**config.mk**
```make
export PLATFORM = sky130hd
export DESIGN_NAME = reset_pulse_gen
export DESIGN_NICKNAME = d
export VERILOG_FILES = /design/src/source/soc_mem_pkg.sv /design/src/source/reset_pulse_gen.sv
export VERILOG_INCLUDE_DIRS = /design/src /design/src/source
export SDC_FILE = /design/constraint.sdc
export NUM_CORES = 1
export LEC_CHECK = 0
export ABC_AREA = 1
export BUFFER_PORTS_ARGS = -buffer_cell sky130_fd_sc_hd__buf_4
export CAP_MARGIN = 10
export CORE_AREA = 2 2 39 41
export CTS_CLUSTER_DIAMETER = 80
export DETAILED_ROUTE_END_ITERATION = 8
export DIE_AREA = 0 0 41 43
export PLACE_DENSITY_LB_ADDON = 0.08
export SLEW_MARGIN = 20
export SYNTH_ARGS = -nofsm -noshare
export SYNTH_HDL_FRONTEND = slang
export SYNTH_SLANG_ARGS = --single-unit
```
**constraint.sdc**
```tcl
create_clock -name clk_i -period 1.1 [get_ports clk_i]
set_clock_uncertainty 0.05 [all_clocks]
set_input_delay 0.055 -clock clk_i [delete_from_list [all_inputs] [get_ports clk_i]]
set_output_delay 0.055 -clock clk_i [all_outputs]
set_load 0.05 [all_outputs]
```
**src/source/soc_mem_config.svh**
```systemverilog
`ifndef SOC_MEM_CONFIG_SVH
`define SOC_MEM_CONFIG_SVH

// Width of one data word
`define SOC_DATA_W 32

// Word address width, 256 words of external memory
`define SOC_ADDR_W 8

// Bus masters sharing the memory, system and tester
`define SOC_N_MASTERS 2

// Cycles from external reset release to the start of the pulse
`define SOC_RST_START 5

// Length of the system reset pulse in cycles
`define SOC_RST_DURATION 10

`endif

```
**src/source/soc_mem_pkg.sv**
```systemverilog
`include "soc_mem_config.svh"

package soc_mem_pkg;

   // Word address into external memory
   typedef logic [`SOC_ADDR_W-1:0] mem_addr_t;

   // One data word
   typedef logic [`SOC_DATA_W-1:0] mem_data_t;

   // Index of a bus master
   typedef logic [$clog2(`SOC_N_MASTERS)-1:0] master_idx_t;

endpackage

```
**src/source/reset_pulse_gen.sv**
```systemverilog
`include "soc_mem_config.svh"

module reset_pulse_gen
   import soc_mem_pkg::*;
(
   input  logic clk_i,
   input  logic rst_i,
   output logic sys_rst_o
);

   localparam int unsigned TOTAL = `SOC_RST_START + `SOC_RST_DURATION;
   // Sync stage, compare on the old count and the port state register
   // take up the remaining three cycles of the total
   localparam int unsigned LAST_CNT = TOTAL - 3;
   localparam int unsigned CNT_W = $clog2(LAST_CNT + 1);

   logic             start_q;
   logic [CNT_W-1:0] cnt_q;

   // Start sync on release of the external reset
   always_ff @(posedge clk_i) begin
      if (rst_i) begin
         start_q <= 1'b0;
      end else begin
         start_q <= 1'b1;
      end
   end

   // One counter covers the start delay and the pulse length
   always_ff @(posedge clk_i) begin
      if (rst_i) begin
         cnt_q     <= '0;
         sys_rst_o <= 1'b1;
      end else if (start_q && sys_rst_o) begin
         cnt_q <= cnt_q + 1'b1;
         if (cnt_q == CNT_W'(LAST_CNT)) begin
            sys_rst_o <= 1'b0;
         end
      end
   end

   // Once low, the output stays low until the next rst_i

endmodule

```
==> results by group, run 1 <==
Outcome
  – Status: complete, no violations

Setup path
  – Critical Path AT: 1100 ps
  – CP max FO: 3
  – Worst setup EP type: flip-flop
  – FF-to-FF End: cnt_q[1]
  – Critical Path End: cnt_q[1]
  – Setup slack, reg-to-reg: 90 ps
  – Worst endpoint required time: 1180 ps
  – Startpoint types: flip-flop
  – Crit. Startpoint: cnt_q[0]
  – Reg2reg path depth: 4
  – FF-to-FF Start: cnt_q[0]
  – Crit Path Category: flip-flop to flip-flop

Global route
  – Met2 Use GR: 0.0813
  – Routing usage on met1: 0.0717
  – Layer with the highest usage: met2
  – Vias in the first global route: 179
  – Gr ovfl total: 0
  – Total GRT Usage: 0.0665
  – Largest net degree at the start of global routing: 7
  – Initial antenna violation count: 0
  – Met3 usage: 0.0785
  – Global-route wire length before repair: 690 um

Synth
  – Synth warn: 0
  – Mapped Nets: 36
  – Sequential area share after synthesis: 0.466
  – Syn_area_per_cell: 8.05 um^2
  – FF+latch count, synth: 6
  – Library cells used by synthesis: 12
  – Post-synthesis cell count: 32
  – Cell area after synthesis: 258 um^2

STA
  – Final Hold Vio Count: 0
  – Final period util: 0.921
  – Max Fclk: 987 MHz
  – Post-route minimum period: 1010 ps
  – Pins Over Slew Limit: 0
  – Setup ws final: 87.1 ps
  – RSZ-0062 raised after global routing: false
  – Slew margin rel.: 0.896
  – Slew @ Worst Pin: 155 ps
  – Final hold slack: 419 ps
  – Final setup viols: 0

Clock network
  – Clk buf depth: 2
  – Clock sink count: 6
  – Skew-Pair Late Insertion Delay: 240 ps
  – H-Tree Depth: 1
  – Clk pin slew, worst setup/hold paths: 40 ps
  – TritonCTS clock tree: yes
  – Post-CTS setup buffers: 0
  – TritonCTS Buffers: 3
  – CTS root buf: clkbuf_4

Route
  – Via count: 226
  – Final ANT Viol Nets: 0
  – Drt first pass iters: 2
  – Routed len/inst: 7.77 um
  – Iter 0 DRT Violations: 2
  – WL final: 435 um
  – Number of vias per cell: 4.04
  – DRC Markers: 0

Die
  – Rows: 14
  – Initial Utilization: 0.186
  – Die Span X: 41 um
  – Die area: 1760 um^2
  – Io pins: 3
  – Die height: 43 um
  – Core Box Area: 1380 um^2

Place
  – HPWL after detailed placement: 347 um
  – Post-DP Area: 309 um^2
  – Placer Congestion: 0.720
  – Pre-CTS setup slack: 3.76 ps
  – PortBufs: 2

Min path
  – HP Class: flip-flop to flip-flop
  – Worst hold start: cnt_q[1]

Pwr
  – Worst VDD drop: 0.628 mV
  – Overall power: 0.000485 W
  – PwrDens: 1410 nW/um^2
  – Leak pwr: 0.151 nW

Cells and area
  – Filler instances: 156
  – Post-route cell area: 343 um^2
  – Area Growth Syn to Fin: 33.0%
  – Share of layout cells above drive strength 1: 0.275
  – Final nets: 46
  – Post-layout util: 0.248
  – Antenna cells: 0

Run
  – Max-Cap Viols: 0
[repair_timing]
| action | in CTS | in global routing |
|---|---|---|
| resized for setup | 1 | 1 |
| setup endpoints to repair | 1 | 1 |
| hold buffers | 1 | 0 |
| hold endpoints to repair | 2 | 0 |
[layout make-up]
| class | instances | area (um^2) | share of cell area |
|---|---|---|---|
| Sequential cell | 6 | 123 | 0.358 |
| Tap cell | 16 | 20.0 | 0.0584 |
| Clock buffer | 3 | 22.5 | 0.0657 |
| Multi-Input combinational cell | 20 | 115 | 0.336 |
| Inverter | 6 | 22.5 | 0.0657 |
| Timing Repair Buffer | 5 | 40.0 | 0.117 |
[metal layers]
| metal | share of wire | vias up |
|---|---|---|
| li1 | - | 120 |
| met1 | 0.43 | 101 |
| met2 | 0.45 | 5 |
| met3 | 0.11 | 0 |
| met4 | 0 | 0 |
| met5 | 0 | - |
[Yosys cell counts]
cell     number  area [um^2]
o21ai_0       2         10.0
nor3_1        2         10.0
dfxtp_1       6          120
nand2_1       4         15.0
a21oi_1       3         15.0
nor2_4        1         11.3
nor2_1        2         7.51
o21ai_1       1         5.00
nand3_1       2         10.0
ha_1          2         25.0
nand2_2       1         6.26
inv_1         6         22.5
[critical path, stage by stage (launching register included)]
cell and delay [ps]:
dfxtp_2 330, inv_1 60, ha_1 280, o21ai_1 130, a21oi_1 50
[cell families after synthesis]
logic type / after synthesis / synth area share
adder cells (fa/ha/maj): 2 / 0.0971
buffers and inverters: 6 / 0.0874
flip-flops: 6 / 0.466
AND/OR/NAND/NOR: 12 / 0.233
AO/OA/AOI/OAI: 6 / 0.116
[placed cells by master (no fill, tap or decap)]
cell / count
dfxtp_2: 2
nor2_4: 1
o21ai_1: 2
inv_1: 6
ha_1: 2
nor2_1: 2
nand2_2: 1
a21oi_1: 3
nor3_1: 2
buf_4: 4
o21ai_0: 1
dlygate4sd3_1: 1
clkbuf_4: 3
dfxtp_1: 4
nand3_1: 2
nand2_1: 4
[power breakdown]
part	switching, W	total [W]	internal [W]
sequential	0.00000586	0.000234	0.000228
clock	0.0000803	0.000204	0.000123
combinational	0.0000236	0.0000471	0.0000235
[flip-flops by register name, summed over array words and instances, names as in the netlist]
| register | count |
|---|---|
| cnt_q | 4 |
| start_q | 1 |
| sys_rst_o | 1 |
[through the flow]
step                      TNS (ps)  cells
after floorplan                  0     32
after global placement      -0.612     52
after detailed placement         0     52
after CTS                        0     56
after global routing             0     56
final                            0     56
[worst min path at each step]
| stage | cells past startpoint | to |
|---|---|---|
| 6_report | 2 | cnt_q[1] |
| 4_1_cts | 2 | cnt_q[1] |
| 5_1_grt | 2 | sys_rst_o |
| 3_3_place_gp | 2 | cnt_q[0] |
| 3_5_place_dp | 2 | cnt_q[0] |
| 2_1_floorplan | 1 | cnt_q[0] |
(Power assumes the default switching activity.)
==> inputs of run 2 (changes only) <==
--- a/config.mk
+++ b/config.mk
@@ -14,6 +14,7 @@
 export DETAILED_ROUTE_END_ITERATION = 8
 export DIE_AREA = 0 0 41 43
 export PLACE_DENSITY_LB_ADDON = 0.08
+export SETUP_SLACK_MARGIN = 0.15
 export SLEW_MARGIN = 20
 export SYNTH_ARGS = -nofsm -noshare
 export SYNTH_HDL_FRONTEND = slang
==> run 2 against run 1 <==
  * Highest routed layer is now met4
  * Flip-flop and latch count stayed put
  * Die area stayed put
  * Clock power is 5% higher
  * Non-clock buffer count is 2 lower
  * Final area is 6.2% higher
  * Power is 3.1% higher
  * Critical path type unchanged
  * Core utilization is 1.5 points higher
  * Worst setup slack better by 63 ps
==> results by group, run 2 (same netlist as run 1, synthesis figures left out) <==
Global route
  – Largest net degree at the start of global routing: 7
  – Initial antenna violation count: 0
  – Global-route wire length before repair: 676 um
  – Total GRT Usage: 0.0663
  – Vias in the first global route: 175
  – Gr ovfl total: 0

STA
  – Setup TNS: 0 ps
  – Slew @ Worst Pin: 157 ps
  – Post-route minimum period: 950 ps
  – Slew margin rel.: 0.894
  – Final Hold Vio Count: 0
  – Final setup viols: 0
  – Max Fclk: 1050 MHz
  – Pins Over Slew Limit: 0
  – RSZ-0062 raised after global routing: true
  – Final period util: 0.864
  – Final hold slack: 446 ps

Setup path
  – Startpoint types: flip-flop
  – Crit-path cells: inv_4 -> ha_4 -> nand3_2 -> o21ai_1 -> nand2_1
  – Setup slack, reg-to-reg: 150 ps
  – FF-to-FF End: sys_rst_o
  – Reg2reg path depth: 5
  – Crit. Startpoint: cnt_q[0]
  – Worst endpoint required time: 1180 ps
  – Critical Path AT: 1030 ps
  – Critical path's slowest cell: dfxtp_4
  – Worst setup EP type: flip-flop
  – Slowest cell delay on critical path: 350 ps
  – FF-to-FF Start: cnt_q[0]
  – Crit Path Category: flip-flop to flip-flop
  – CP max FO: 3

Clock network
  – Clk pin slew, worst setup/hold paths: 50 ps
  – H-Tree Depth: 1
  – Clk buf depth: 2
  – CTS root buf: clkbuf_4
  – Skew-Pair Late Insertion Delay: 240 ps
  – Clock sink count: 6
  – TritonCTS clock tree: yes
  – TritonCTS Buffers: 3

Cells and area
  – Antenna cells: 0
  – Area Growth Syn to Fin: 41.3%
  – Share of layout cells above drive strength 1: 0.410
  – Largest regs: cnt_q: 4 flops, start_q: 1 flops, sys_rst_o: 1 flops
  – Most frequent cells in the layout: 4 x nand2_1, 3 x a21oi_1, 3 x o21ai_1, 3 x inv_1, 3 x clkbuf_4
  – Max reg flops: 4
  – Finished Layout Cells: 55
  – Largest Register: cnt_q
  – Leading cell type in the layout, fill and taps excluded: nand2_1
  – Post-route cell area: 364 um^2
  – Final nets: 44

Pwr
  – Sequential share of power: 0.472
  – Worst VDD drop: 0.341 mV
  – Switching power total: 0.000114 W
  – Logic pwr share: 0.099
  – Leak pwr: 0.144 nW
  – Clock network power share: 0.429
  – PwrDens: 1370 nW/um^2
  – Internal power: 0.000386 W
  – Switching Fraction: 0.228

Die
  – Die height: 43 um
  – Initial Utilization: 0.186
  – Die Span X: 41 um
  – Io pins: 3
  – Core Box Area: 1380 um^2
  – Rows: 14
  – Die area: 1760 um^2

Route
  – Number of vias per cell: 3.87
  – Final ANT Viol Nets: 0
  – Routed len/inst: 8.55 um
  – Via count: 213
  – Iter 0 DRT Violations: 2
  – WL final: 470 um
  – Drt first pass iters: 4
  – DRC Markers: 0

Place
  – PortBufs: 2
  – Placer Congestion: 0.712
  – Post-DP Area: 315 um^2
  – Placed insts: 50
  – HPWL after detailed placement: 368 um

Run
  – Max-Cap Viols: 0

Min path
  – Hold path endpoint: cnt_q[1]
  – Hold path cells: 2
  – HP Class: flip-flop to flip-flop
  – Worst hold start: cnt_q[1]

Outcome
  – Status: complete, no violations
run 2: worst max-delay path: cells and delay by family, from the launching register on:
kind                       cells  cell delay [ps]
AOI/OAI and AO/OA              1              130
buffers and inverters          1               70
DFF                            1              350
adders and majority gates      1              120
and+or+nand+nor                2              120
run 2: layout make-up:
class | count | area, um^2
inverter | 6 | 25.0
timing repair buffer | 3 | 25.0
multi-input combinational | 20 | 138
sequential | 6 | 130
fill | 157 | 1020
clock buffer | 4 | 26.3
tap | 16 | 20.0
run 2: repair_timing:
| item | in CTS | in global routing |
|---|---|---|
| buffers inserted | 0 | 0 |
| gates cloned | 0 | 0 |
| pin swaps | 0 | 2 |
| hold endpoints to repair | 2 | 0 |
| gates resized for setup | 4 | 4 |
| hold buffers | 1 | 0 |
| endpoints found under the setup margin | 2 | 4 |
run 2: worst max-delay path by stage:
stage                           end  cells after the start  slack (ps)
after floorplan            cnt_q[3]                      5         160
after global placement    sys_rst_o                      5         110
after detailed placement  sys_rst_o                      5         100
after CTS                  cnt_q[1]                      4         140
after global routing      sys_rst_o                      5         110
final                     sys_rst_o                      5         150
run 2: power by group through the flow:
| stage | registers [W] | logic [W] | clock network, W |
|---|---|---|---|
| 6_report | 0.000236 | 0.0000495 | 0.000215 |
| 2_1_floorplan | 0.000236 | 0.0000338 | 0 |
| 4_1_cts | 0.000236 | 0.0000478 | 0.000226 |
| 5_1_grt | 0.000237 | 0.0000548 | 0.000238 |
| 3_3_place_gp | 0.000238 | 0.0000423 | 0 |
| 3_5_place_dp | 0.000238 | 0.0000440 | 0 |
run 2: routing by layer:
metal	part of all wire	track usage	vias up	routed length, um
met4	0.0085	0.0800	0	4
met2	0.48	0.0844	3	227
met5	0	0	-	0
met1	0.46	0.0675	91	214
met3	0.051	0.0314	2	24
li1	-	-	117	-
run 2: through the flow:
stage / setup WS [ps] / power (W) / utilization
global placement: 108 / 0.000280 / 0.228
floorplan: 165 / 0.000270 / -
global route: 112 / 0.000530 / 0.263
finish: 150 / 0.000500 / 0.263
CTS: 143 / 0.000510 / 0.257
detailed placement: 97.9 / 0.000282 / 0.228
