[config.mk]
export PLATFORM = sky130hd
export DESIGN_NAME = mem_port_flat
export DESIGN_NICKNAME = d
export VERILOG_FILES = /design/src/source/soc_mem_pkg.sv /design/src/source/mem_req_if.sv /design/src/source/mem_port.sv /design/src/flat_wrapper.sv
export VERILOG_INCLUDE_DIRS = /design/src /design/src/source
export SDC_FILE = /design/constraint.sdc
export NUM_CORES = 1
export LEC_CHECK = 0
export ABC_CLOCK_PERIOD_IN_PS = 2550
export BUFFER_PORTS_ARGS = -buffer_cell sky130_fd_sc_hd__buf_2
export CORE_MARGIN = 8
export CORE_UTILIZATION = 36
export CTS_CLUSTER_DIAMETER = 200
export DETAILED_ROUTE_END_ITERATION = 7
export PLACE_DENSITY = 0.9
export SLEW_MARGIN = 20
export SYNTH_ARGS = -nofsm -noshare
export SYNTH_HDL_FRONTEND = slang
export SYNTH_SLANG_ARGS = --single-unit
[constraint.sdc]
create_clock -name clk_i -period 2.55 [get_ports clk_i]
set_input_delay 0.1275 -clock clk_i [delete_from_list [all_inputs] [get_ports clk_i]]
set_output_delay 0.1275 -clock clk_i [all_outputs]
set_load 0.005 [all_outputs]
[src/source/soc_mem_config.svh]
`ifndef SOC_MEM_CONFIG_SVH
`define SOC_MEM_CONFIG_SVH

// Width of one data word
`define SOC_DATA_W 32

// Word address width, 256 words of external memory
`define SOC_ADDR_W 8

// Bus masters sharing the memory, system and tester
`define SOC_N_MASTERS 2

// Cycles from external reset release to the start of the pulse
`define SOC_RST_START 5

// Length of the system reset pulse in cycles
`define SOC_RST_DURATION 10

`endif

[src/source/soc_mem_pkg.sv]
`include "soc_mem_config.svh"

package soc_mem_pkg;

   // Word address into external memory
   typedef logic [`SOC_ADDR_W-1:0] mem_addr_t;

   // One data word
   typedef logic [`SOC_DATA_W-1:0] mem_data_t;

   // Index of a bus master
   typedef logic [$clog2(`SOC_N_MASTERS)-1:0] master_idx_t;

endpackage

[src/source/mem_req_if.sv]
`include "soc_mem_config.svh"

interface mem_req_if;

   // Request side, held steady while req_valid is high
   logic                   req_valid;
   logic                   req_we;
   logic [`SOC_ADDR_W-1:0] req_addr;
   logic [`SOC_DATA_W-1:0] req_wdata;

   // Request is consumed in the grant cycle
   logic                   grant;

   // One pulse per read, none for a write
   logic                   rsp_valid;
   logic [`SOC_DATA_W-1:0] rsp_rdata;

   modport port (
      output req_valid, req_we, req_addr, req_wdata,
      input  grant, rsp_valid, rsp_rdata
   );

   modport arbiter (
      input  req_valid, req_we, req_addr, req_wdata,
      output grant, rsp_valid, rsp_rdata
   );

endinterface

[src/source/mem_port.sv]
module mem_port
   import soc_mem_pkg::*;
(
   input  logic      clk_i,
   input  logic      rst_i,

   // Master side
   input  logic      req_valid_i,
   input  logic      req_we_i,
   input  mem_addr_t req_addr_i,
   input  mem_data_t req_wdata_i,
   output logic      req_ready_o,
   output logic      rsp_valid_o,
   output mem_data_t rsp_rdata_o,

   // Arbiter side
   mem_req_if.port   bus
);

   typedef enum logic [1:0] {
      ST_OFF,
      ST_IDLE,
      ST_REQ,
      ST_RSP
   } port_state_t;

   port_state_t state_q;

   logic      we_q;
   mem_addr_t addr_q;
   mem_data_t wdata_q;

   logic      accept;

   assign req_ready_o = (state_q == ST_IDLE);
   assign accept      = req_ready_o && req_valid_i;

   // Busy from acceptance until write grant or read response
   always_ff @(posedge clk_i) begin
      if (rst_i) begin
         state_q <= ST_OFF;
      end else begin
         case (state_q)
            ST_OFF: state_q <= ST_IDLE;
            ST_IDLE: begin
               if (req_valid_i) begin
                  state_q <= ST_REQ;
               end
            end
            ST_REQ: begin
               if (bus.grant) begin
                  state_q <= we_q ? ST_IDLE : ST_RSP;
               end
            end
            ST_RSP: begin
               if (bus.rsp_valid) begin
                  state_q <= ST_IDLE;
               end
            end
            default: state_q <= ST_OFF;
         endcase
      end
   end

   // One-entry request buffer
   always_ff @(posedge clk_i) begin
      if (accept) begin
         we_q    <= req_we_i;
         addr_q  <= req_addr_i;
         wdata_q <= req_wdata_i;
      end
   end

   assign bus.req_valid = (state_q == ST_REQ);
   assign bus.req_we    = we_q;
   assign bus.req_addr  = addr_q;
   assign bus.req_wdata = wdata_q;

   // Response goes straight back to the master
   assign rsp_valid_o = bus.rsp_valid;
   assign rsp_rdata_o = bus.rsp_rdata;

endmodule

[src/flat_wrapper.sv]
// flat-port wrapper written by rule: the top's interface ports become plain ports
module mem_port_flat import soc_mem_pkg::*;
  (clk_i, rst_i, req_valid_i, req_we_i, req_addr_i, req_wdata_i, req_ready_o, rsp_valid_o, rsp_rdata_o, bus_req_valid, bus_req_we, bus_req_addr, bus_req_wdata, bus_grant, bus_rsp_valid, bus_rsp_rdata);
  mem_req_if bus_i ();
  input  logic clk_i;
  input  logic rst_i;
  input  logic req_valid_i;
  input  logic req_we_i;
  input  mem_addr_t req_addr_i;
  input  mem_data_t req_wdata_i;
  output logic req_ready_o;
  output logic rsp_valid_o;
  output mem_data_t rsp_rdata_o;
  output wire logic [$bits(bus_i.req_valid)-1:0] bus_req_valid;
  output wire logic [$bits(bus_i.req_we)-1:0] bus_req_we;
  output wire logic [$bits(bus_i.req_addr)-1:0] bus_req_addr;
  output wire logic [$bits(bus_i.req_wdata)-1:0] bus_req_wdata;
  input wire logic [$bits(bus_i.grant)-1:0] bus_grant;
  input wire logic [$bits(bus_i.rsp_valid)-1:0] bus_rsp_valid;
  input wire logic [$bits(bus_i.rsp_rdata)-1:0] bus_rsp_rdata;
  assign bus_req_valid = bus_i.req_valid;
  assign bus_req_we = bus_i.req_we;
  assign bus_req_addr = bus_i.req_addr;
  assign bus_req_wdata = bus_i.req_wdata;
  assign bus_i.grant = bus_grant;
  assign bus_i.rsp_valid = bus_rsp_valid;
  assign bus_i.rsp_rdata = bus_rsp_rdata;
  mem_port u_core (.clk_i(clk_i), .rst_i(rst_i), .req_valid_i(req_valid_i), .req_we_i(req_we_i), .req_addr_i(req_addr_i), .req_wdata_i(req_wdata_i), .req_ready_o(req_ready_o), .rsp_valid_o(rsp_valid_o), .rsp_rdata_o(rsp_rdata_o), .bus(bus_i));
endmodule
==> metrics.md, run 1 <==
| Metric | Value |
|---|---|
| Fillers | ~370 |
| WL final | about 4.1 mm |
| Global-route wire length before repair | around 5.9 mm |
| Crit-path max cell delay | approximately 0.47 ns |
| Kind of start point of the critical path | register |
| Crit path kind | reg2reg |
| All-Layer GR Usage | approximately a tenth |
| Antenna Violating Nets Remaining | 0 |
| Cts repair resizes | 0 |
| Hold_sp | req_wdata_i[14] |
| CP required | approximately 2.5 ns |
| Syn. warnings | 0 |
| Top delay family on crit path | simple AND/OR/NAND/NOR gates |
| Routability cong. | ~0.64 |
| Die Ht | 83.8 µm |
| Final Hold Viols | 0 |
| Clock sinks | 43 |
| H-tree levels | 2 |
| Die area | around 0.007 mm² |
| Clock root cell | clkbuf_8 |
| Synthesized Nets | roughly 180 |
| RSZ-0062 raised after global routing | false |
| Total power | about 1.7 mW |
| Leakage | approximately 0.95 nW |
| Cell count after synthesis | 95 |
| WP buf/inv | 2 |
| Pins Over Slew Limit | 0 |
| Slew @ Worst Pin | 0.477 ns |
| CP endpoint kind | register |
| Port Buffers | just under 90 |
| Antenna violations before repair | 0 |
| Aggregate global routing overflow | 0 |
| Mean post-synth cell area | about 17 µm² |
| Mapped cell area | approximately 0.0017 mm² |
| Initial Utilization | between 30% and 40% |
| Yosys reg bits | 43 |
| Vias in the first global route | between 1000 and 1500 |
| Post-route setup TNS | 0 ns |
| DRC viols | 0 |
| DR WL/cell | between 15 and 20 µm |
| Post-route clock period utilization | about two thirds |
| PD cells | 772 mW/mm² |
| ANT cells | 0 |
| Most frequent cells in the layout | buf_2 (89), edfxtp_1 (41), dlygate4sd3_1 (12) |
| Post-synthesis cell type count | 13 |
| Max Fclk | between 0.5 and 0.6 GHz |
| Worst EP arrival | ~1.7 ns |
| Worst hold path class | in2reg |
| Worst r2r src | u_core.state_q[1] |
| Hold slack | approximately 0.013 ns |
| Worst-skew pair later-pin latency | around 0.29 ns |
| Vias | between 900 and 1000 |
| Slowest CP cell | and2_2 |
| Fraction of final layout cells sized beyond drive strength 1 | between 50% and 60% |
| Die width | approximately 84 µm |
| Core area | between 0.004 and 0.005 mm² |
| Nets | 254 |
| 1st-iter DRT viols | 29 |
| Setup violators final | 0 |
| Clk slew on worst S/H paths | 0.08 ns |
| Area growth from synthesis to layout | 32.4% |
| Pin count of the biggest net entering global routing | 22 |
| Slew headroom | between 60% and 70% |
| Worst Skew | a little over 0.009 ns |
| CTS Buf Count | 5 |
| Status | completed |
| VDD IR max | around 0.42 mV |
| CTS max path bufs | 2 |
| Post-DP HPWL | between 3 and 4 mm |
| Vias/cell | about 4.4 |
| Register area share after synthesis | ~77% |
| Crit Path Max Fanout | 21 |
| Maxcap violations | 0 |
| Pre-Repair DR Iteration Count | 4 |
| Leading cell type in the layout, fill and taps excluded | buf_2 |
| CTS tree | yes |
| Critical path, cell by cell | inv_1 > ha_1 > and2_2 > buf_4 |
| Period minus WS final | roughly 1.7 ns |
| Num ports | 154 |
| Worst Setup SP | u_core.state_q[1] |
| Core Rows | 24 |
## through the flow
| stage | cells | cell area (µm²) | utilization (%) | setup slack, ns |
|---|---|---|---|---|
| detailed placement | 205 | 1930 | 44.1 | 0.827 |
| finish | 225 | 2190 | 49.9 | 0.869 |
| global placement | 205 | 1930 | 44.1 | 0.899 |
| floorplan | 95 | 1650 | - | 0.585 |
| global route | 225 | 2190 | 49.9 | 0.731 |
| CTS | 220 | 2140 | 48.8 | 0.822 |
## final timing paths
check | slack [ns] | endpoint | depth (start not counted)
hold reg to reg | 0.54 | u_core.state_q[1] | 2
setup reg to reg | 0.87 | u_core.bus.req_wdata[3] | 4
setup / recovery | 0.87 | u_core.bus.req_wdata[3] | 4
hold / removal | 0.01 | u_core.bus.req_wdata[14] | 1
## metal layers
layer	track usage, %	vias to the layer above	wire, µm
li1	-	451	-
met1	8.34	431	1230
met2	18.5	95	2110
met3	8.59	16	692
met4	4.71	0	90
met5	0.758	-	0
## repair_timing
action                     4_1_cts  5_1_grt
buffers inserted                 0        0
hold buffers                     7        5
hold endpoints to repair         7        5
setup endpoints to repair        0        0
## sequential cells by signal, indices dropped and copies added (netlist names)
signal,cells
u_core.bus.req_we,1
u_core.state_q,2
u_core.bus.req_addr,8
u_core.bus.req_wdata,32
## synthesized netlist by cell type
library cell / n / share of area (%)
nand2b_1: 1 / 0.38
mux2_1: 1 / 0.68
ha_1: 4 / 3.0
nor2_1: 3 / 0.68
inv_1: 5 / 1.1
buf_4: 33 / 15
dfxtp_1: 2 / 2.4
a222oi_1: 1 / 0.61
edfxtp_1: 41 / 74
and2_1: 1 / 0.38
mux2i_1: 1 / 0.61
nor2b_1: 1 / 0.38
o21ai_0: 1 / 0.30
## area by class of cell
class	count	area [µm²]	share of cell area [%]
Multi-Input combinational cell	14	118	5.37
Sequential cell	43	1270	58.1
Inverter	5	18.8	0.857
Clock inverter	3	67.6	3.09
Timing Repair Buffer	103	581	26.5
Tap cell	52	65.1	2.97
Clock buffer	5	68.8	3.14
## cell families after synthesis
group                      count (synthesis)  share of synthesized area [%]
and+or+nand+nor                            6                           1.82
AOI/OAI and AO/OA                          2                          0.907
muxes                                      2                           1.29
DFF                                       43                           76.9
adders and majority gates                  4                           3.03
buffers and inverters                     38                           16.1
## report_power, final
group	switching [mW]	internal, mW
Combinational	0.103	0.100
Clock	0.217	0.390
Sequential	0.0212	0.859
Total	0.341	1.35
## worst reg2reg max path: stages (launching register included)
cell,delay (ns)
dfxtp_1,0.35
inv_1,0.09
ha_1,0.18
and2_2,0.47
buf_4,0.30
Power figures use the tool's default switching activity.
==> inputs of run 2 (changes only) <==
--- a/config.mk
+++ b/config.mk
@@ -6,13 +6,13 @@
 export SDC_FILE = /design/constraint.sdc
 export NUM_CORES = 1
 export LEC_CHECK = 0
-export ABC_CLOCK_PERIOD_IN_PS = 2550
+export ABC_CLOCK_PERIOD_IN_PS = 1400
 export BUFFER_PORTS_ARGS = -buffer_cell sky130_fd_sc_hd__buf_2
 export CORE_MARGIN = 8
-export CORE_UTILIZATION = 36
+export CORE_UTILIZATION = 33
 export CTS_CLUSTER_DIAMETER = 200
 export DETAILED_ROUTE_END_ITERATION = 7
-export PLACE_DENSITY = 0.9
+export PLACE_DENSITY = 0.87
 export SLEW_MARGIN = 20
 export SYNTH_ARGS = -nofsm -noshare
 export SYNTH_HDL_FRONTEND = slang
==> constraint.sdc (replaced) <==
create_clock -name clk_i -period 1.4 [get_ports clk_i]
set_input_delay 0.07 -clock clk_i [delete_from_list [all_inputs] [get_ports clk_i]]
set_output_delay 0.07 -clock clk_i [all_outputs]
set_load 0.005 [all_outputs]
==> metrics.md, run 2 (same netlist as run 1, synthesis figures left out) <==
| Metric | Value |
|---|---|
| Status | complete, but fails checks |
| Failing checks | negative setup slack |
| Slew headroom | 71.3% (+3.1 points) |
| Pins Over Slew Limit | 0 (unchanged) |
| Max Used Layer | met4 |
| Worst hold path class | in2reg |
| Vias in the first global route | 1285 (+18%) |
| DR WL/cell | 16.0 µm (-13%) |
| Core Rows | 25 (+4.2%) |
| Max reg flops | 32 (unchanged) |
| Pre-Repair DR Iteration Count | 4 (unchanged) |
| Post-route clock period utilization | 106% (+40 points) |
| Antenna violations before repair | 0 (unchanged) |
| Routability cong. | 0.671 (+5.2%) |
| CP endpoint kind | register |
| Worst Skew | 0.00586 ns (-0.00341 ns) |
| Nets | 285 (+12%) |
| Global-route wire length before repair | 6.51 mm (+11%) |
| # placed instances | 220 (+7.3%) |
| Placed Area | 0.00197 mm² (+1.8%) |
| Worst Setup SP | u_core.state_q[0] |
| Pin count of the biggest net entering global routing | 22 (unchanged) |
| Crit Path Max Fanout | 4 (-81%) |
| RSZ-0062 raised after global routing | true |
| Core area | 0.00479 mm² (+9.2%) |
| Clock sinks | 43 (unchanged) |
| Fillers | 414 (+11%) |
| CTS Buf Count | 5 (unchanged) |
| PD cells | 1130 mW/mm² (+46%) |
| Clock root cell | clkbuf_8 |
| Worst-skew pair later-pin latency | 0.28 ns (about the same) |
| Die width | 86.8 µm (+3.6%) |
| VDD IR max | 0.494 mV (+18%) |
| Worst EP arrival | 1.64 ns (-0.03 ns) |
| 1st-iter DRT viols | 29 (unchanged) |
| Die area | 0.00753 mm² (+7.3%) |
| Worst r2r src | u_core.state_q[0] |
| Initial Utilization | 34.6% (-3.2 points) |
| Finished Layout Cells | 270 (+20%) |
| Post-layout util | 51.8% (+1.9 points) |
| Final worst slack | -0.0776 ns (-0.946 ns) |
| Maxcap violations | 0 (unchanged) |
| Vias | 1117 (+12%) |
| Slew @ Worst Pin | 0.431 ns (-0.0467 ns) |
| CTS tree | yes |
| Met3 wire length | 575 µm (-17%) |
| Reg area | 0.00128 mm² (+0.59%) |
| Num ports | 154 (unchanged) |
| Hold_sp | rst_i |
| DRC viols | 0 (unchanged) |
| Antenna Violating Nets Remaining | 0 (unchanged) |
| Setup violators final | 2 (+2) |
| Crit path kind | reg2reg |
| WL met2 | 2.20 mm (+4.3%) |
| Kind of start point of the critical path | register |
| Die Ht | 86.8 µm (+3.6%) |
| Period minus WS final | 1.48 ns (-0.204 ns) |
| Aggregate global routing overflow | 0 (unchanged) |
| Routed length on met1 | 1.48 mm (+20%) |
| All-Layer GR Usage | 11.3% (+0.60 points) |
| Leading cell type in the layout, fill and taps excluded | buf_2 |
| Most frequent cells in the layout | buf_2 (89), dlygate4sd3_1 (41), edfxtp_1 (41) |
| Clk slew on worst S/H paths | 0.07 ns (about the same) |
| Vias/cell | 4.14 (-6.3%) |
| H-tree levels | 2 (unchanged) |
| WL final | 4.31 mm (+4.4%) |
| Post-DP HPWL | 3.20 mm (-6.9%) |
| Design Area, Final | 0.00248 mm² (+13%) |
| CP required | 1.57 ns (-0.97 ns) |
| Fraction of final layout cells sized beyond drive strength 1 | 51.2% (-6.6 points) |
| Leakage | 1.06 nW (+11%) |
| Max Fclk | 0.677 GHz (+14%) |
| Port Buffers | 89 (unchanged) |
| ANT cells | 0 (unchanged) |
| CTS max path bufs | 2 (unchanged) |
| Final Hold Viols | 0 (unchanged) |
| Multi-input gate area | 143 µm² (+21%) |
| Area growth from synthesis to layout | 50.0% |
-- run 2: final cells by class --
type | instances | share of cell area, %
tap | 67 | 3.38
timing repair buffer | 133 | 35.4
multi-input combinational | 15 | 5.75
clock buffer | 7 | 3.08
inverter | 5 | 0.857
sequential | 43 | 51.5
-- run 2: path summary, 6_finish.rpt --
path	end	slack, ns	depth (start not counted)
worst min-delay path	u_core.state_q[1]	0.1	4
worst max register to register	u_core.state_q[0]	-0.08	4
worst min register to register	u_core.state_q[1]	0.54	2
worst max-delay path	u_core.state_q[0]	-0.08	4
-- run 2: repair_timing --
| action | in CTS | in global routing |
|---|---|---|
| pin swaps | 2 | 1 |
| setup buffers | 1 | 0 |
| resized for setup | 5 | 0 |
| setup endpoints to repair | 43 | 12 |
| gates cloned | 1 | 0 |
| endpoints found under the hold margin | 41 | 0 |
| hold buffers | 41 | 0 |
-- run 2: through the flow --
stage | power (mW) | TNS [ns] | hold WS (ns) | setup WS (ns)
after detailed placement | 2.01 | -3.77 | 0.140 | -0.0913
after global routing | 2.93 | -0.244 | 0.108 | -0.137
after global placement | 1.99 | -1.85 | 0.140 | -0.0457
after floorplan | 1.85 | -0.0469 | 0.169 | -0.0469
final | 2.79 | -0.0973 | 0.0956 | -0.0776
after CTS | 2.84 | -0.0623 | 0.0793 | -0.0610
-- run 2: report_power, final --
group	total, mW	switching (mW)	internal (mW)
clock network	0.703	0.360	0.343
logic	0.473	0.213	0.260
registers	1.62	0.0445	1.57
-- run 2: worst max-delay path, cell delays in order, from the launching register on --
cell	delay, ns
dfxtp_4	0.38
inv_4	0.04
ha_4	0.15
a222oi_1	0.45
mux2_1	0.35
-- run 2: metal layers --
| layer | track usage [%] | vias to the layer above |
|---|---|---|
| met4 | 3.29 | 0 |
| met3 | 7.84 | 8 |
| met1 | 10.6 | 512 |
| met2 | 18.9 | 85 |
| met5 | 2.26 | - |
| li1 | - | 512 |
==> inputs of run 3 (changes only) <==
--- a/config.mk
+++ b/config.mk
@@ -8,11 +8,11 @@
 export LEC_CHECK = 0
 export ABC_CLOCK_PERIOD_IN_PS = 1400
 export BUFFER_PORTS_ARGS = -buffer_cell sky130_fd_sc_hd__buf_2
-export CORE_MARGIN = 8
 export CORE_UTILIZATION = 33
 export CTS_CLUSTER_DIAMETER = 200
 export DETAILED_ROUTE_END_ITERATION = 7
-export PLACE_DENSITY = 0.87
+export MAX_ROUTING_LAYER = met4
+export PLACE_DENSITY = 0.75
 export SLEW_MARGIN = 20
 export SYNTH_ARGS = -nofsm -noshare
 export SYNTH_HDL_FRONTEND = slang
==> metrics.md, run 3 (same netlist as run 1, synthesis figures left out) <==
| Metric | Value |
|---|---|
| Status | complete, but fails checks |
| Failing checks | negative setup slack |
| 1st-iter DRT viols | 28 (-3.4%) |
| DRC viols | 0 (unchanged) |
| Slew headroom | 73.5% (+2.2 points) |
| Design Area, Final | 0.00262 mm² (+5.7%) |
| Pin count of the biggest net entering global routing | 23 (+4.5%) |
| Crit Path Max Fanout | 7 (+3) |
| Pins Over Slew Limit | 0 (unchanged) |
| Post-layout util | 54.8% (+3.0 points) |
| Kind of start point of the critical path | register |
| Vias | 1128 (+0.98%) |
| CP endpoint kind | register |
| Post-route clock period utilization | 106% (about the same) |
| # placed instances | 222 (+0.91%) |
| Antenna Violating Nets Remaining | 0 (unchanged) |
| Aggregate global routing overflow | 0 (unchanged) |
| Maxcap violations | 0 (unchanged) |
| Clock sinks | 43 (unchanged) |
| Vias/cell | 4.06 (-1.9%) |
| Die width | 72.8 µm (-16%) |
| Leakage | 1.12 nW (+6.4%) |
| Crit path kind | reg2reg |
| PD cells | 1120 mW/mm² (-0.49%) |
| WL final | 4.06 mm (-5.9%) |
| Slew @ Worst Pin | 0.398 ns (-0.0329 ns) |
| Worst-skew pair later-pin latency | 0.28 ns (about the same) |
| Worst Skew | 0.00527 ns (-0.000590 ns) |
| CTS tree | yes |
| DR WL/cell | 14.6 µm (-8.6%) |
| Num ports | 154 (unchanged) |
| Final worst slack | -0.0770 ns (+0.000577 ns) |
| Fraction of final layout cells sized beyond drive strength 1 | 53.1% (+1.8 points) |
| Antenna violations before repair | 0 (unchanged) |
| Global-route wire length before repair | 5.48 mm (-16%) |
| Placed Area | 0.00201 mm² (+2.0%) |
| Worst Setup SP | u_core.state_q[1] |
| Max Fclk | 0.677 GHz (about the same) |
| Die area | 0.00530 mm² (-30%) |
| Routability cong. | 0.688 (+2.5%) |
| Period minus WS final | 1.48 ns (-0.000577 ns) |
| Post-DP HPWL | 2.81 mm (-12%) |
| VDD IR max | 0.631 mV (+28%) |
| Area growth from synthesis to layout | 58.6% |
| Leading cell type in the layout, fill and taps excluded | buf_2 |
| Hold_sp | rst_i |
| Core Rows | 25 (unchanged) |
| Final Hold Viols | 0 (unchanged) |
| Initial Utilization | 34.6% (unchanged) |
| Hold slack | 0.106 ns (+0.0107 ns) |
| Core area | 0.00479 mm² (unchanged) |
| Most frequent cells in the layout | buf_2 (89), dlygate4sd3_1 (41), edfxtp_1 (41) |
| Nets | 292 (+2.5%) |
| Worst hold path class | in2reg |
| Die Ht | 72.8 µm (-16%) |
| Clk slew on worst S/H paths | 0.07 ns (about the same) |
| Finished Layout Cells | 278 (+3.0%) |
| Pre-Repair DR Iteration Count | 4 (unchanged) |
| All-Layer GR Usage | 14.9% (+3.6 points) |
| Setup violators final | 43 (+41) |
| Max reg flops | 32 (unchanged) |
| Clock root cell | clkbuf_8 |
| CP required | 1.41 ns (-0.16 ns) |
| RSZ-0062 raised after global routing | true |
| Port Buffers | 89 (unchanged) |
| Total power | 2.94 mW (+5.2%) |
| Worst r2r src | u_core.state_q[1] |
| CTS Buf Count | 5 (unchanged) |
| Worst EP arrival | 1.48 ns (-0.16 ns) |
| H-tree levels | 2 (unchanged) |
| Vias in the first global route | 1111 (-14%) |
| CTS max path bufs | 2 (unchanged) |
| ANT cells | 0 (unchanged) |
## run 3: what timing repair did
| action | CTS | global route |
|---|---|---|
| endpoints found under the hold margin | 41 | 0 |
| resized for setup | 1 | 2 |
| pin swaps | 1 | 2 |
| cloned | 0 | 5 |
| hold buffers | 41 | 0 |
| endpoints found under the setup margin | 1 | 40 |
| buffers inserted | 1 | 1 |
## run 3: path summary, 6_finish.rpt
path | slack [ns] | cells after the start | end
worst min-delay path | 0.11 | 3 | u_core.state_q[1]
worst min register to register | 0.54 | 2 | u_core.state_q[1]
worst max-delay path | -0.08 | 5 | u_core.bus.req_wdata[3]
worst max register to register | -0.08 | 5 | u_core.bus.req_wdata[3]
## run 3: worst max-delay path, cell delays in order, from the launching register on
cell and delay, ns:
dfxtp_4 0.37, inv_1 0.09, ha_1 0.19, buf_4 0.12
and2_4 0.25, clkbuf_16 0.18
## run 3: layer usage
| metal | track usage [%] | share of wire, % | vias up |
|---|---|---|---|
| met5 | - | 0 | - |
| met1 | 13.9 | 33 | 500 |
| li1 | - | - | 529 |
| met2 | 27.1 | 55 | 91 |
| met3 | 6.49 | 11 | 8 |
| met4 | 5.01 | 0.99 | 0 |
## run 3: final cells by class
class                      count  area, µm²
clock buffer                   6       72.6
clock inverter                 2       12.5
fill                         390       2160
inverter                       5       21.3
multi-input combinational     14        131
sequential                    43       1280
tap                           67       83.8
timing repair buffer         141       1020
## run 3: metrics by stage
stage	setup slack [ns]	setup TNS [ns]
after global routing	-0.140	-4.28
after CTS	-0.0478	-0.0478
after detailed placement	-0.133	-0.133
after floorplan	-0.0469	-0.0469
final	-0.0770	-2.40
after global placement	-0.0770	-0.0770
## run 3: report_power, final
part | internal [mW] | total [mW] | switching (mW) | leakage, nW
logic | 0.360 | 0.589 | 0.229 | 0.687
clock network | 0.348 | 0.734 | 0.386 | 0.0412
registers | 1.57 | 1.61 | 0.0445 | 0.396
total | 2.28 | 2.94 | 0.660 | 1.12
